`src/core_pkg.sv`:
```
`default_nettype none

package core_pkg;

    // datapath width
    localparam int XLEN = 32;

    // one register value
    typedef logic [XLEN-1:0] data_t;

    // register index, wide enough for the full RV32I set
    typedef logic [4:0] reg_addr_t;

    // operations of the execute unit
    typedef enum logic [3:0] {
        ALU_ADD,
        ALU_SUB,
        ALU_AND,
        ALU_OR,
        ALU_XOR,
        ALU_SLL,
        ALU_SRL,
        ALU_SRA,
        // forwards operand b, used by lui
        ALU_PASS
    } alu_op_e;

endpackage

`default_nettype wire

```
`src/rv_isa_pkg.sv`:
```
`default_nettype none

package rv_isa_pkg;

    // one raw instruction word
    typedef logic [31:0] instr_t;

    // instruction fields
    typedef logic [6:0] opcode_t;
    typedef logic [2:0] funct3_t;
    typedef logic [6:0] funct7_t;

    // major opcodes of the supported groups
    localparam opcode_t OPC_OP     = 7'b0110011;
    localparam opcode_t OPC_OP_IMM = 7'b0010011;
    localparam opcode_t OPC_LUI    = 7'b0110111;

    // funct3 codes shared by register and immediate forms
    localparam funct3_t F3_ADD_SUB = 3'b000;
    localparam funct3_t F3_SLL     = 3'b001;
    localparam funct3_t F3_XOR     = 3'b100;
    localparam funct3_t F3_SR      = 3'b101;
    localparam funct3_t F3_OR      = 3'b110;
    localparam funct3_t F3_AND     = 3'b111;

    // funct7 values, alt selects sub and sra
    localparam funct7_t F7_BASE = 7'b0000000;
    localparam funct7_t F7_ALT  = 7'b0100000;

endpackage

`default_nettype wire
```
`src/exec_unit.sv`:
```
`timescale 1ns/1ps
`default_nettype none

module exec_unit (
    input  wire                     sck,
    input  wire                     i_rst_n,
    input  wire                     i_issue_valid,
    input  wire core_pkg::alu_op_e  i_alu_op,
    input  wire core_pkg::data_t    i_op_a,
    input  wire core_pkg::data_t    i_op_b,
    input  wire core_pkg::reg_addr_t i_rd_addr,
    output logic                    o_wr_en,
    output core_pkg::reg_addr_t     o_wr_addr,
    output core_pkg::data_t         o_wr_data,
    output logic                    o_wb_valid,
    output core_pkg::reg_addr_t     o_wb_addr,
    output core_pkg::data_t         o_wb_data
);

    logic            is_sub;
    logic [4:0]      shamt;
    core_pkg::data_t b_eff;
    core_pkg::data_t sum;
    core_pkg::data_t result;

    // one adder, sub is a + ~b + 1
    assign is_sub = (i_alu_op == core_pkg::ALU_SUB);
    assign b_eff  = i_op_b ^ {core_pkg::XLEN{is_sub}};
    assign sum    = i_op_a + b_eff + core_pkg::data_t'(is_sub);

    assign shamt = i_op_b[4:0];

    always_comb begin
        case (i_alu_op)
            core_pkg::ALU_ADD,
            core_pkg::ALU_SUB:  result = sum;
            core_pkg::ALU_AND:  result = i_op_a & i_op_b;
            core_pkg::ALU_OR:   result = i_op_a | i_op_b;
            core_pkg::ALU_XOR:  result = i_op_a ^ i_op_b;
            core_pkg::ALU_SLL:  result = i_op_a << shamt;
            core_pkg::ALU_SRL:  result = i_op_a >> shamt;
            core_pkg::ALU_SRA:  result = core_pkg::data_t'($signed(i_op_a) >>> shamt);
            core_pkg::ALU_PASS: result = i_op_b;
            default:            result = sum;
        endcase
    end

    // register write commits at the next edge
    assign o_wr_en   = i_issue_valid;
    assign o_wr_addr = i_rd_addr;
    assign o_wr_data = result;

    always_ff @(posedge sck or negedge i_rst_n) begin
        if (!i_rst_n) begin
            o_wb_valid <= 1'b0;
        end else begin
            o_wb_valid <= i_issue_valid;
        end
    end

    // report of the same write
    always_ff @(posedge sck) begin
        if (i_issue_valid) begin
            o_wb_addr <= i_rd_addr;
            o_wb_data <= result;
        end
    end

endmodule

`default_nettype wire

```
`src/instr_decoder.sv`:
```
`timescale 1ns/1ps
`default_nettype none

module instr_decoder #(
    parameter int NUM_REGS = 32
) (
    input  wire                    sck,
    input  wire                    i_rst_n,
    input  wire                    i_cmd_valid,
    input  wire rv_isa_pkg::instr_t i_cmd,
    input  wire core_pkg::data_t   i_rs1_data,
    input  wire core_pkg::data_t   i_rs2_data,
    output core_pkg::reg_addr_t    o_rs1_addr,
    output core_pkg::reg_addr_t    o_rs2_addr,
    output core_pkg::reg_addr_t    o_rd_addr,
    output logic                   o_issue_valid,
    output logic                   o_illegal,
    output core_pkg::alu_op_e      o_alu_op,
    output core_pkg::data_t        o_op_a,
    output core_pkg::data_t        o_op_b
);

    rv_isa_pkg::opcode_t opcode;
    rv_isa_pkg::funct3_t funct3;
    rv_isa_pkg::funct7_t funct7;
    core_pkg::reg_addr_t rs1;
    core_pkg::reg_addr_t rs2;
    core_pkg::reg_addr_t rd;
    core_pkg::data_t     imm_i;
    core_pkg::data_t     imm_u;
    core_pkg::data_t     op_b_nxt;
    core_pkg::alu_op_e   alu_op_nxt;
    logic                known;
    logic                use_rs1;
    logic                use_rs2;
    logic                bad_index;

    // field split
    assign opcode = i_cmd[6:0];
    assign rd     = i_cmd[11:7];
    assign funct3 = i_cmd[14:12];
    assign rs1    = i_cmd[19:15];
    assign rs2    = i_cmd[24:20];
    assign funct7 = i_cmd[31:25];

    assign imm_i = {{(core_pkg::XLEN - 12){i_cmd[31]}}, i_cmd[31:20]};
    assign imm_u = {i_cmd[31:12], 12'b0};

    // operand reads go straight to the register file
    assign o_rs1_addr = rs1;
    assign o_rs2_addr = rs2;

    always_comb begin
        known      = 1'b0;
        use_rs1    = 1'b0;
        use_rs2    = 1'b0;
        alu_op_nxt = core_pkg::ALU_ADD;
        op_b_nxt   = imm_i;
        case (opcode)
            rv_isa_pkg::OPC_OP: begin
                use_rs1  = 1'b1;
                use_rs2  = 1'b1;
                op_b_nxt = i_rs2_data;
                case (funct3)
                    rv_isa_pkg::F3_ADD_SUB: begin
                        known = (funct7 == rv_isa_pkg::F7_BASE) ||
                                (funct7 == rv_isa_pkg::F7_ALT);
                        if (funct7 == rv_isa_pkg::F7_ALT) begin
                            alu_op_nxt = core_pkg::ALU_SUB;
                        end
                    end
                    rv_isa_pkg::F3_SR: begin
                        known = (funct7 == rv_isa_pkg::F7_BASE) ||
                                (funct7 == rv_isa_pkg::F7_ALT);
                        if (funct7 == rv_isa_pkg::F7_ALT) begin
                            alu_op_nxt = core_pkg::ALU_SRA;
                        end else begin
                            alu_op_nxt = core_pkg::ALU_SRL;
                        end
                    end
                    rv_isa_pkg::F3_SLL: begin
                        known      = (funct7 == rv_isa_pkg::F7_BASE);
                        alu_op_nxt = core_pkg::ALU_SLL;
                    end
                    rv_isa_pkg::F3_XOR: begin
                        known      = (funct7 == rv_isa_pkg::F7_BASE);
                        alu_op_nxt = core_pkg::ALU_XOR;
                    end
                    rv_isa_pkg::F3_OR: begin
                        known      = (funct7 == rv_isa_pkg::F7_BASE);
                        alu_op_nxt = core_pkg::ALU_OR;
                    end
                    rv_isa_pkg::F3_AND: begin
                        known      = (funct7 == rv_isa_pkg::F7_BASE);
                        alu_op_nxt = core_pkg::ALU_AND;
                    end
                    // slt and sltu are not supported
                    default: known = 1'b0;
                endcase
            end
            rv_isa_pkg::OPC_OP_IMM: begin
                use_rs1 = 1'b1;
                case (funct3)
                    rv_isa_pkg::F3_ADD_SUB: known = 1'b1;
                    rv_isa_pkg::F3_SLL: begin
                        // shamt[5] set is illegal on rv32
                        known      = (funct7 == rv_isa_pkg::F7_BASE);
                        alu_op_nxt = core_pkg::ALU_SLL;
                    end
                    rv_isa_pkg::F3_SR: begin
                        known = (funct7 == rv_isa_pkg::F7_BASE) ||
                                (funct7 == rv_isa_pkg::F7_ALT);
                        if (funct7 == rv_isa_pkg::F7_ALT) begin
                            alu_op_nxt = core_pkg::ALU_SRA;
                        end else begin
                            alu_op_nxt = core_pkg::ALU_SRL;
                        end
                    end
                    rv_isa_pkg::F3_XOR: begin
                        known      = 1'b1;
                        alu_op_nxt = core_pkg::ALU_XOR;
                    end
                    rv_isa_pkg::F3_OR: begin
                        known      = 1'b1;
                        alu_op_nxt = core_pkg::ALU_OR;
                    end
                    rv_isa_pkg::F3_AND: begin
                        known      = 1'b1;
                        alu_op_nxt = core_pkg::ALU_AND;
                    end
                    default: known = 1'b0;
                endcase
            end
            rv_isa_pkg::OPC_LUI: begin
                known      = 1'b1;
                alu_op_nxt = core_pkg::ALU_PASS;
                op_b_nxt   = imm_u;
            end
            default: known = 1'b0;
        endcase
    end

    // indices beyond the implemented set, relevant for rv32e
    assign bad_index = (int'(rd) >= NUM_REGS) ||
                       (use_rs1 && (int'(rs1) >= NUM_REGS)) ||
                       (use_rs2 && (int'(rs2) >= NUM_REGS));

    always_ff @(posedge sck or negedge i_rst_n) begin
        if (!i_rst_n) begin
            o_issue_valid <= 1'b0;
            o_illegal     <= 1'b0;
        end else begin
            // writes to x0 are dropped here and never issued
            o_issue_valid <= i_cmd_valid && known && !bad_index && (rd != '0);
            o_illegal     <= i_cmd_valid && !(known && !bad_index);
        end
    end

    always_ff @(posedge sck) begin
        if (i_cmd_valid) begin
            o_alu_op  <= alu_op_nxt;
            o_op_a    <= i_rs1_data;
            o_op_b    <= op_b_nxt;
            o_rd_addr <= rd;
        end
    end

endmodule

`default_nettype wire

```
`src/reg_file.sv`:
```
`timescale 1ns/1ps
`default_nettype none

module reg_file #(
    parameter int NUM_REGS = 32
) (
    input  wire                     sck,
    input  wire                     i_rst_n,
    input  wire core_pkg::reg_addr_t i_rs1_addr,
    input  wire core_pkg::reg_addr_t i_rs2_addr,
    input  wire core_pkg::reg_addr_t i_dbg_addr,
    input  wire core_pkg::reg_addr_t i_wr_addr,
    input  wire                     i_wr_en,
    input  wire core_pkg::data_t    i_wr_data,
    output core_pkg::data_t         o_rs1_data,
    output core_pkg::data_t         o_rs2_data,
    output core_pkg::data_t         o_dbg_data
);

    core_pkg::data_t regs [NUM_REGS];

    // unimplemented indices read as zero
    function automatic core_pkg::data_t stored(input core_pkg::reg_addr_t addr);
        core_pkg::data_t value;
        value = '0;
        if (int'(addr) < NUM_REGS) begin
            value = regs[addr];
        end
        return value;
    endfunction

    // x0 is cleared here and never written since the decoder drops those writes
    always_ff @(posedge sck or negedge i_rst_n) begin
        if (!i_rst_n) begin
            for (int i = 0; i < NUM_REGS; i++) begin
                regs[i] <= '0;
            end
        end else if (i_wr_en && (int'(i_wr_addr) < NUM_REGS)) begin
            regs[i_wr_addr] <= i_wr_data;
        end
    end

    // bypass the write that commits at the coming edge
    assign o_rs1_data = (i_wr_en && (i_wr_addr == i_rs1_addr)) ?
                        i_wr_data : stored(i_rs1_addr);
    assign o_rs2_data = (i_wr_en && (i_wr_addr == i_rs2_addr)) ?
                        i_wr_data : stored(i_rs2_addr);

    // debug view shows committed state only
    assign o_dbg_data = stored(i_dbg_addr);

endmodule

`default_nettype wire

```
`src/rv_core.sv`:
```
`timescale 1ns/1ps
`default_nettype none

module rv_core #(
    parameter int NUM_REGS = 32
) (
    input  wire                     sck,
    input  wire                     i_rst_n,
    input  wire                     i_cmd_valid,
    input  wire rv_isa_pkg::instr_t i_cmd,
    input  wire core_pkg::reg_addr_t i_dbg_addr,
    output core_pkg::data_t         o_dbg_data,
    output logic                    o_wb_valid,
    output core_pkg::reg_addr_t     o_wb_addr,
    output core_pkg::data_t         o_wb_data,
    output logic                    o_illegal
);

    core_pkg::reg_addr_t rs1_addr;
    core_pkg::reg_addr_t rs2_addr;
    core_pkg::reg_addr_t rd_addr;
    core_pkg::data_t     rs1_data;
    core_pkg::data_t     rs2_data;
    core_pkg::data_t     op_a;
    core_pkg::data_t     op_b;
    core_pkg::alu_op_e   alu_op;
    logic                issue_valid;
    logic                wr_en;
    core_pkg::reg_addr_t wr_addr;
    core_pkg::data_t     wr_data;

    // decode and operand fetch
    instr_decoder #(
        .NUM_REGS (NUM_REGS)
    ) u_decoder (
        .sck           (sck),
        .i_rst_n       (i_rst_n),
        .i_cmd_valid   (i_cmd_valid),
        .i_cmd         (i_cmd),
        .i_rs1_data    (rs1_data),
        .i_rs2_data    (rs2_data),
        .o_rs1_addr    (rs1_addr),
        .o_rs2_addr    (rs2_addr),
        .o_rd_addr     (rd_addr),
        .o_issue_valid (issue_valid),
        .o_illegal     (o_illegal),
        .o_alu_op      (alu_op),
        .o_op_a        (op_a),
        .o_op_b        (op_b)
    );

    reg_file #(
        .NUM_REGS (NUM_REGS)
    ) u_regs (
        .sck        (sck),
        .i_rst_n    (i_rst_n),
        .i_rs1_addr (rs1_addr),
        .i_rs2_addr (rs2_addr),
        .i_dbg_addr (i_dbg_addr),
        .i_wr_addr  (wr_addr),
        .i_wr_en    (wr_en),
        .i_wr_data  (wr_data),
        .o_rs1_data (rs1_data),
        .o_rs2_data (rs2_data),
        .o_dbg_data (o_dbg_data)
    );

    // alu and write-back
    exec_unit u_exec (
        .sck           (sck),
        .i_rst_n       (i_rst_n),
        .i_issue_valid (issue_valid),
        .i_alu_op      (alu_op),
        .i_op_a        (op_a),
        .i_op_b        (op_b),
        .i_rd_addr     (rd_addr),
        .o_wr_en       (wr_en),
        .o_wr_addr     (wr_addr),
        .o_wr_data     (wr_data),
        .o_wb_valid    (o_wb_valid),
        .o_wb_addr     (o_wb_addr),
        .o_wb_data     (o_wb_data)
    );

endmodule

`default_nettype wire

```
`config.mk`:
```
export PLATFORM = sky130hd
export DESIGN_NAME = rv_core
export DESIGN_NICKNAME = d
export VERILOG_FILES = /design/src/core_pkg.sv /design/src/rv_isa_pkg.sv /design/src/exec_unit.sv /design/src/instr_decoder.sv /design/src/reg_file.sv /design/src/rv_core.sv
export SDC_FILE = /design/constraint.sdc
export NUM_CORES = 2
export LEC_CHECK = 0
export BUFFER_PORTS_ARGS = -buffer_cell sky130_fd_sc_hd__buf_2
export CORE_MARGIN = 4
export CORE_UTILIZATION = 60
export CTS_CLUSTER_SIZE = 10
export DETAILED_ROUTE_END_ITERATION = 8
export PLACE_DENSITY = 0.78
export SETUP_SLACK_MARGIN = 0.2
export SLEW_MARGIN = 10
export SYNTH_ARGS = -nofsm -noshare
export SYNTH_HDL_FRONTEND = slang
export SYNTH_HIERARCHICAL = 1
export SYNTH_SLANG_ARGS = --single-unit
```
`constraint.sdc`:
```
create_clock -name sck -period 5.6 [get_ports sck]
set_input_delay 0.28 -clock sck [delete_from_list [all_inputs] [get_ports sck]]
set_output_delay 0.28 -clock sck [all_outputs]
set_load 0.02 [all_outputs]
```
-- Word level (Yosys, flattened, before mapping)
Cells that the tools add are included.
- flip-flop bits (word level): 1137
- input port bits: 40
- output and inout port bits: 71
- word-level logic and storage cells: 116
- add/sub/neg operators: 2
- order comparisons: 5
- equal/unequal tests: 19
- shifts and indexed selects: 3
- muxes and demuxes: 24
- bitwise logic cells: 8
- reduce and logical (&&, ||, !) cells: 14
- operator list (cell ; number):
    $bwmux W1024 ; 1
    $bmux W32 S5 ; 3
    $mux W32 ; 9
    $pmux W32 S7 ; 1
    $demux W32 S5 ; 1
    $pmux W32 S2 ; 1
    $xor A32 B32 Y32 ; 2
    $add A32 B1 Y32 ; 1
    $add A32 B32 Y32 ; 1
    $and A32 B32 Y32 ; 1
    $or A32 B32 Y32 ; 1
    $shl A32 B5 Y32 ; 1
    $shr A32 B5 Y32 ; 1
    $sshr A32 B5 Y32 ; 1
    $ge A6 B6 Y1 const B ; 4
    $not A5 Y6 ; 4
    $pmux W4 S6 ; 1
    $eq A7 B6 Y1 const B ; 3
    $pmux W4 S5 ; 1
    $eq A4 B3 Y1 const B ; 4
    $eq A3 B3 Y1 const B ; 4
    $pmux W4 S3 ; 1
    $eq A5 B5 Y1 ; 2
    $eq A4 B2 Y1 const B ; 2
    16 further kinds ; 24

-- Longest topological paths before layout
- depth after elaboration: 7
- depth in mapped cells: 19
- gate-level depth less buffers: 15

-- Hierarchy
Netlist, hierarchy kept.
- modules (own cells, without submodules) (module ; times used ; cells an instance ; area an instance (sq um) ; sequential area each (sq um)):
    reg_file ; 1 ; 4521 ; 63453.4 ; 25624.6
    exec_unit ; 1 ; 1071 ; 8927.3 ; 1136.1
    instr_decoder ; 1 ; 158 ; 2889.0 ; 2242.2

-- Worst setup path before layout
No wires, ideal clock.
- path kind: reg2reg
- start point: reg u_decoder.o_alu_op[1]
- end point: reg u_decoder.o_op_b[14] (data pin)
- setup time: 261 ps
- data arrival time: 4277 ps
- data required time: 5339 ps
- slack: 1062 ps
- stages on the path, launching flop included: 19
- buffers on the path: 4
- period minus slack after synthesis: 4538 ps
- cells stage by stage: edfxtp_1 buf_2 nor4b_4 buf_4 buf_1 xnor2_1 ha_1 nor2b_1 o31a_1 o211ai_1 nand2_1 a21o_1 a21o_1 mux2i_1 or4_1 clkbuf_1 nand2_1 o21ai_1 a221o_1
- longest elaborated chain between the ends: 7
- elaborated cells on any way between the ends: 14
- classes of those cells: add/sub (2); eq/ne (8); mux (3); bitwise (1)
- RTL lines (what ; RTL line ; source):
    start: declaration ; instr_decoder.sv:18 ; output core_pkg::alu_op_e o_alu_op,
    start signal: assignment ; instr_decoder.sv:161 ; o_alu_op <= alu_op_nxt;
    $eq A4 B1 Y1 ; exec_unit.sv:27 ; assign is_sub = (i_alu_op == core_pkg::ALU_SUB);
    $xor A32 B32 Y32 ; exec_unit.sv:28 ; assign b_eff = i_op_b ^ {core_pkg::XLEN{is_sub}};
    $add A32 B32 Y32 ; exec_unit.sv:29 ; assign sum = i_op_a + b_eff + core_pkg::data_t'(is_sub);
    $add A32 B1 Y32 ; exec_unit.sv:29 ;
    $pmux W32 S7 (*) ; exec_unit.sv:34 ; case (i_alu_op)
    net wr_data[14] ; rv_core.sv:30 ; core_pkg::data_t wr_data;
    $mux W32 (*) ; reg_file.sv:46 ; assign o_rs2_data = (i_wr_en && (i_wr_addr == i_rs2_addr)) ?
    net rs2_data[14] ; rv_core.sv:23 ; core_pkg::data_t rs2_data;
    $pmux W32 S2 (*) ; instr_decoder.sv:59 ; case (opcode)
    net u_decoder.op_b_nxt[14] ; instr_decoder.sv:31 ; core_pkg::data_t op_b_nxt;
    end signal: assignment ; instr_decoder.sv:163 ; o_op_b <= op_b_nxt;
    end: declaration ; instr_decoder.sv:20 ; output core_pkg::data_t o_op_b
The timed path passes the listed nets; every way through them passes the cells marked *.
A chain may end at the register's enable or synchronous reset.

-- Worst setup path in the final report
- start point: reg u_decoder.o_alu_op[1]
- end point: reg u_decoder.o_op_a[30] (data pin)
- longest elaborated chain between the ends: 6
- elaborated cells on any way between the ends: 13
- classes of those cells: add/sub (2); eq/ne (8); mux (2); bitwise (1)
- RTL lines (what ; RTL line ; source):
    $eq A4 B1 Y1 ; exec_unit.sv:27 ;
    $xor A32 B32 Y32 ; exec_unit.sv:28 ;
    $add A32 B32 Y32 ; exec_unit.sv:29 ;
    $add A32 B1 Y32 ; exec_unit.sv:29 ;
    $pmux W32 S7 (*) ; exec_unit.sv:34 ;
    net wr_data[30] ; rv_core.sv:30 ;
    $mux W32 (*) ; reg_file.sv:44 ; assign o_rs1_data = (i_wr_en && (i_wr_addr == i_rs1_addr)) ?
    net rs1_data[30] ; rv_core.sv:22 ; core_pkg::data_t rs1_data;
    end signal: assignment ; instr_decoder.sv:162 ; o_op_a <= i_rs1_data;
    end: declaration ; instr_decoder.sv:19 ; output core_pkg::data_t o_op_a,
Marks and branches as above.

==> results.cfg <==
[yosys]
synthArstFlopShare_pct = 90.3
synthTopCellsByArea = dfrtp_1 34%, mux4_2 17%, mux2_2 15%
synth_top_area_cell = dfrtp_1
synth_top_area_share_pct = 34.1
synth_area_mm2 = 0.0753
yosysWarnings = 6
syn_inst = 5750
ys_types = 101
synthTopCellsByCount = 1027 x dfrtp_1, 1020 x mux2_2, 611 x mux2i_1, 567 x mux4_2, 264 x clkbuf_1
syn_area_per_cell_um2 = 13.1
synth.yosys.seq_area_share_pct = 38.5
synth_edf_count = 110
ys.flop_type = dfrtp_1
syn_nets = 5889
yosysMostFrequentCell = dfrtp_1
ys_ff_latch = 1137

[power_and_ir_drop]
ir_worst_vdd_mv = 0.351
power_density_mw_per_mm2 = 258
power_w = 0.0209
leakagePower_nw = 36.6

[timing]
holdWs_ns = 0.0737
setup_slack_ns = 0.832
finalCriticalPeriod_ns = 4.77
finalSetupViolations = 0
hold_viol = 0
fin_setup_tns_ns = 0
timing.final.max_slew_violations = 0
fin_crit_sh_pct = 85.1
fmax_mhz = 210
worst_pin_slew_ns = 1.38
relSlewSlack_pct = 7.60
fin_worst_skew_ns = 0.0338
rsz0062_at_grt = false

[placed_design]
io_buffer_count = 110
dp_hpwl_mm = 174
post-place-ws_ns = 0.956
gp_congestion = 1.05

[floorplanning]
start_util_pct = 60.6
die_h_um = 362
floorplan.die_area_mm2 = 0.131
io_pins = 111
core_region_area_mm2 = 0.124
die_w_um = 362
rows = 129

[route]
ant_nets = 0
routed_via_density = 8.08
drtIter0Drc = 10200
via_count = 59000
drcViolationCount = 0
wl_mm = 291
wl_per_cell_um = 39.9
drtPass1Iterations = 9

[cts]
cts.sinks = 1137
clock_latency_ns = 0.79
cts_buffers = 135
cts-resized-gates = 0
htree_levels = 4
cts_tree = yes
cts-root-buf = clkbuf_16
path_clk_slew_ns = 0.06
clockBufferDepth = 3

[worst_setup_path]
arrival_ns = 5.36
setup.worst_path.start_class = flop
cp-end-kind = flop
crit_fanout = 34
cp.required_ns = 6.20
critPathKind = flop to flop
r2r_cells = 16

[global_routing]
gr-usage-all-layers_pct = 43.7
grt_max_degree = 167
grt_pass1_wl_mm = 414
antenna_found_initial = 22
grt_pass1_vias = 57900
grt-ovfl-total = 0

[cells_and_area]
drive_gt1_share_pct = 38.3
nets = 5740
area_growth_pct = 7.44
utilization_pct = 65.2

[run]
cap_violations = 0

[run_status]
outcome = completed

[min_path]
hp-class = input pin to flop
worstHoldPathCells = 2
final timing paths:
kind	from	to	slack, ns
hold reg to reg	u_regs/regs[1022]$_DFFE_PN0P_	u_regs/regs[1022]$_DFFE_PN0P_	0.54
setup reg to reg	u_decoder/o_alu_op[1]$_SDFFCE_PN0P_	u_decoder/o_op_a[30]$_DFFE_PP_	0.83
hold / removal	i_cmd[14]	u_decoder/o_op_b[14]$_DFFE_PP_	0.07
max in group asynchronous	i_rst_n	u_regs/regs[200]$_DFFE_PN0P_	3.93
setup / recovery	u_decoder/o_alu_op[1]$_SDFFCE_PN0P_	u_decoder/o_op_a[30]$_DFFE_PP_	0.83
min in group asynchronous	i_rst_n	u_regs/regs[633]$_DFFE_PN0P_	0.16
cells by family (layout without fill, tap and decap cells):
family                   after synthesis  after routing  synth area share, %
multiplexers                        2234           2234                 41.6
flip-flops                          1137           1137                 38.5
AO/OA/AOI/OAI                        885            885                 8.36
buffers and inverters                686            590                 4.87
AND/OR/NAND/NOR                      644            644                 4.22
adder cells (fa/ha/maj)               99             99                 1.66
XOR/XNOR                              65             65                0.756
other                                  0              9                    0
metal layers:
metal	global-route usage (%)	routed length (um)	up-vias
met5	0	195	-
met4	33.9	28400	24
met3	20.3	48300	1605
met2	59.3	117000	5554
met1	54.2	96900	29600
li1	-	-	22200
power by group:
part / total [W] / leakage (nW) / switching (W) / internal, W
logic: 0.00417 / 19.3 / 0.00286 / 0.00131
clock network: 0.00802 / 1.85 / 0.00349 / 0.00453
registers: 0.00871 / 15.4 / 0.000222 / 0.00849
total: 0.0209 / 36.6 / 0.00657 / 0.0143
per-stage QoR:
| step | cells | cell area (um2) |
|---|---|---|
| 6_report | 7300 | 80900 |
| 5_1_grt | 7292 | 80800 |
| 4_1_cts | 7291 | 80800 |
| 3_5_place_dp | 7085 | 76900 |
| 3_3_place_gp | 7085 | 76900 |
| 2_1_floorplan | 5750 | 75300 |
layout by cell type, fill, tap and decap left out, drive strengths merged, types with 11 or more instances in the layout:
cell type	synthesis	final
o211ai	41	41
dlygate4sd3	0	16
a311o	21	21
a22o	52	52
dfrtp	1027	1027
buf	338	307
a221oi	42	42
xnor2	43	43
nor4	20	20
a221o	23	23
clkbuf	271	179
a22oi	217	217
edfxtp	110	110
a21o	14	14
mux2	1020	1020
nand3	45	45
a21oi	85	85
mux4	603	603
mux2i	611	611
o22ai	111	111
inv	77	83
o21ai	161	161
nand2	261	261
ha	98	98
nand2b	11	11
nor3	20	20
xor2	22	22
nor2	156	156
nand4	11	11
or4	40	40
a222oi	18	18
area by class of cell:
| type | count | area (um2) |
|---|---|---|
| tap | 1637 | 2050 |
| clock inverter | 11 | 134 |
| multi-input combinational | 3927 | 43100 |
| inverter | 77 | 289 |
| timing repair buffer | 323 | 2580 |
| fill | 8843 | 43300 |
| antenna | 9 | 22.5 |
| clock buffer | 179 | 3670 |
| sequential | 1137 | 29000 |
sequential cells by signal (all words and copies together) (netlist names):
name and cells:
u_decoder/o_op_b 32, u_regs/regs 1024, u_decoder/o_illegal 1, u_decoder/o_alu_op 4, u_decoder/o_issue_valid 1, u_exec/o_wb_data 32
u_decoder/o_op_a 32, u_exec/o_wb_valid 1, u_exec/o_wb_addr 5, u_decoder/o_rd_addr 5
timing repair:
item,in CTS,in global routing
hold buffers,16,0
setup endpoints to repair,0,0
endpoints found under the hold margin,102,0
setup buffers,0,0
worst max-delay path, stage by stage (launching register included):
cell and delay, ns:
edfxtp_1 0.56, nor4b_4 0.39, buf_12 0.30, xnor2_1 0.19, inv_1 0.09, fa_1 0.43
nor2b_1 0.19, o31a_1 0.22, o211ai_1 0.10, nand2_1 0.23, a21boi_4 0.13, o21ba_1 0.28
or4_1 0.50, nand3_1 0.10, buf_4 0.24, inv_1 0.26, a221oi_1 0.31
Note: power is estimated with default switching activity, not from simulation.
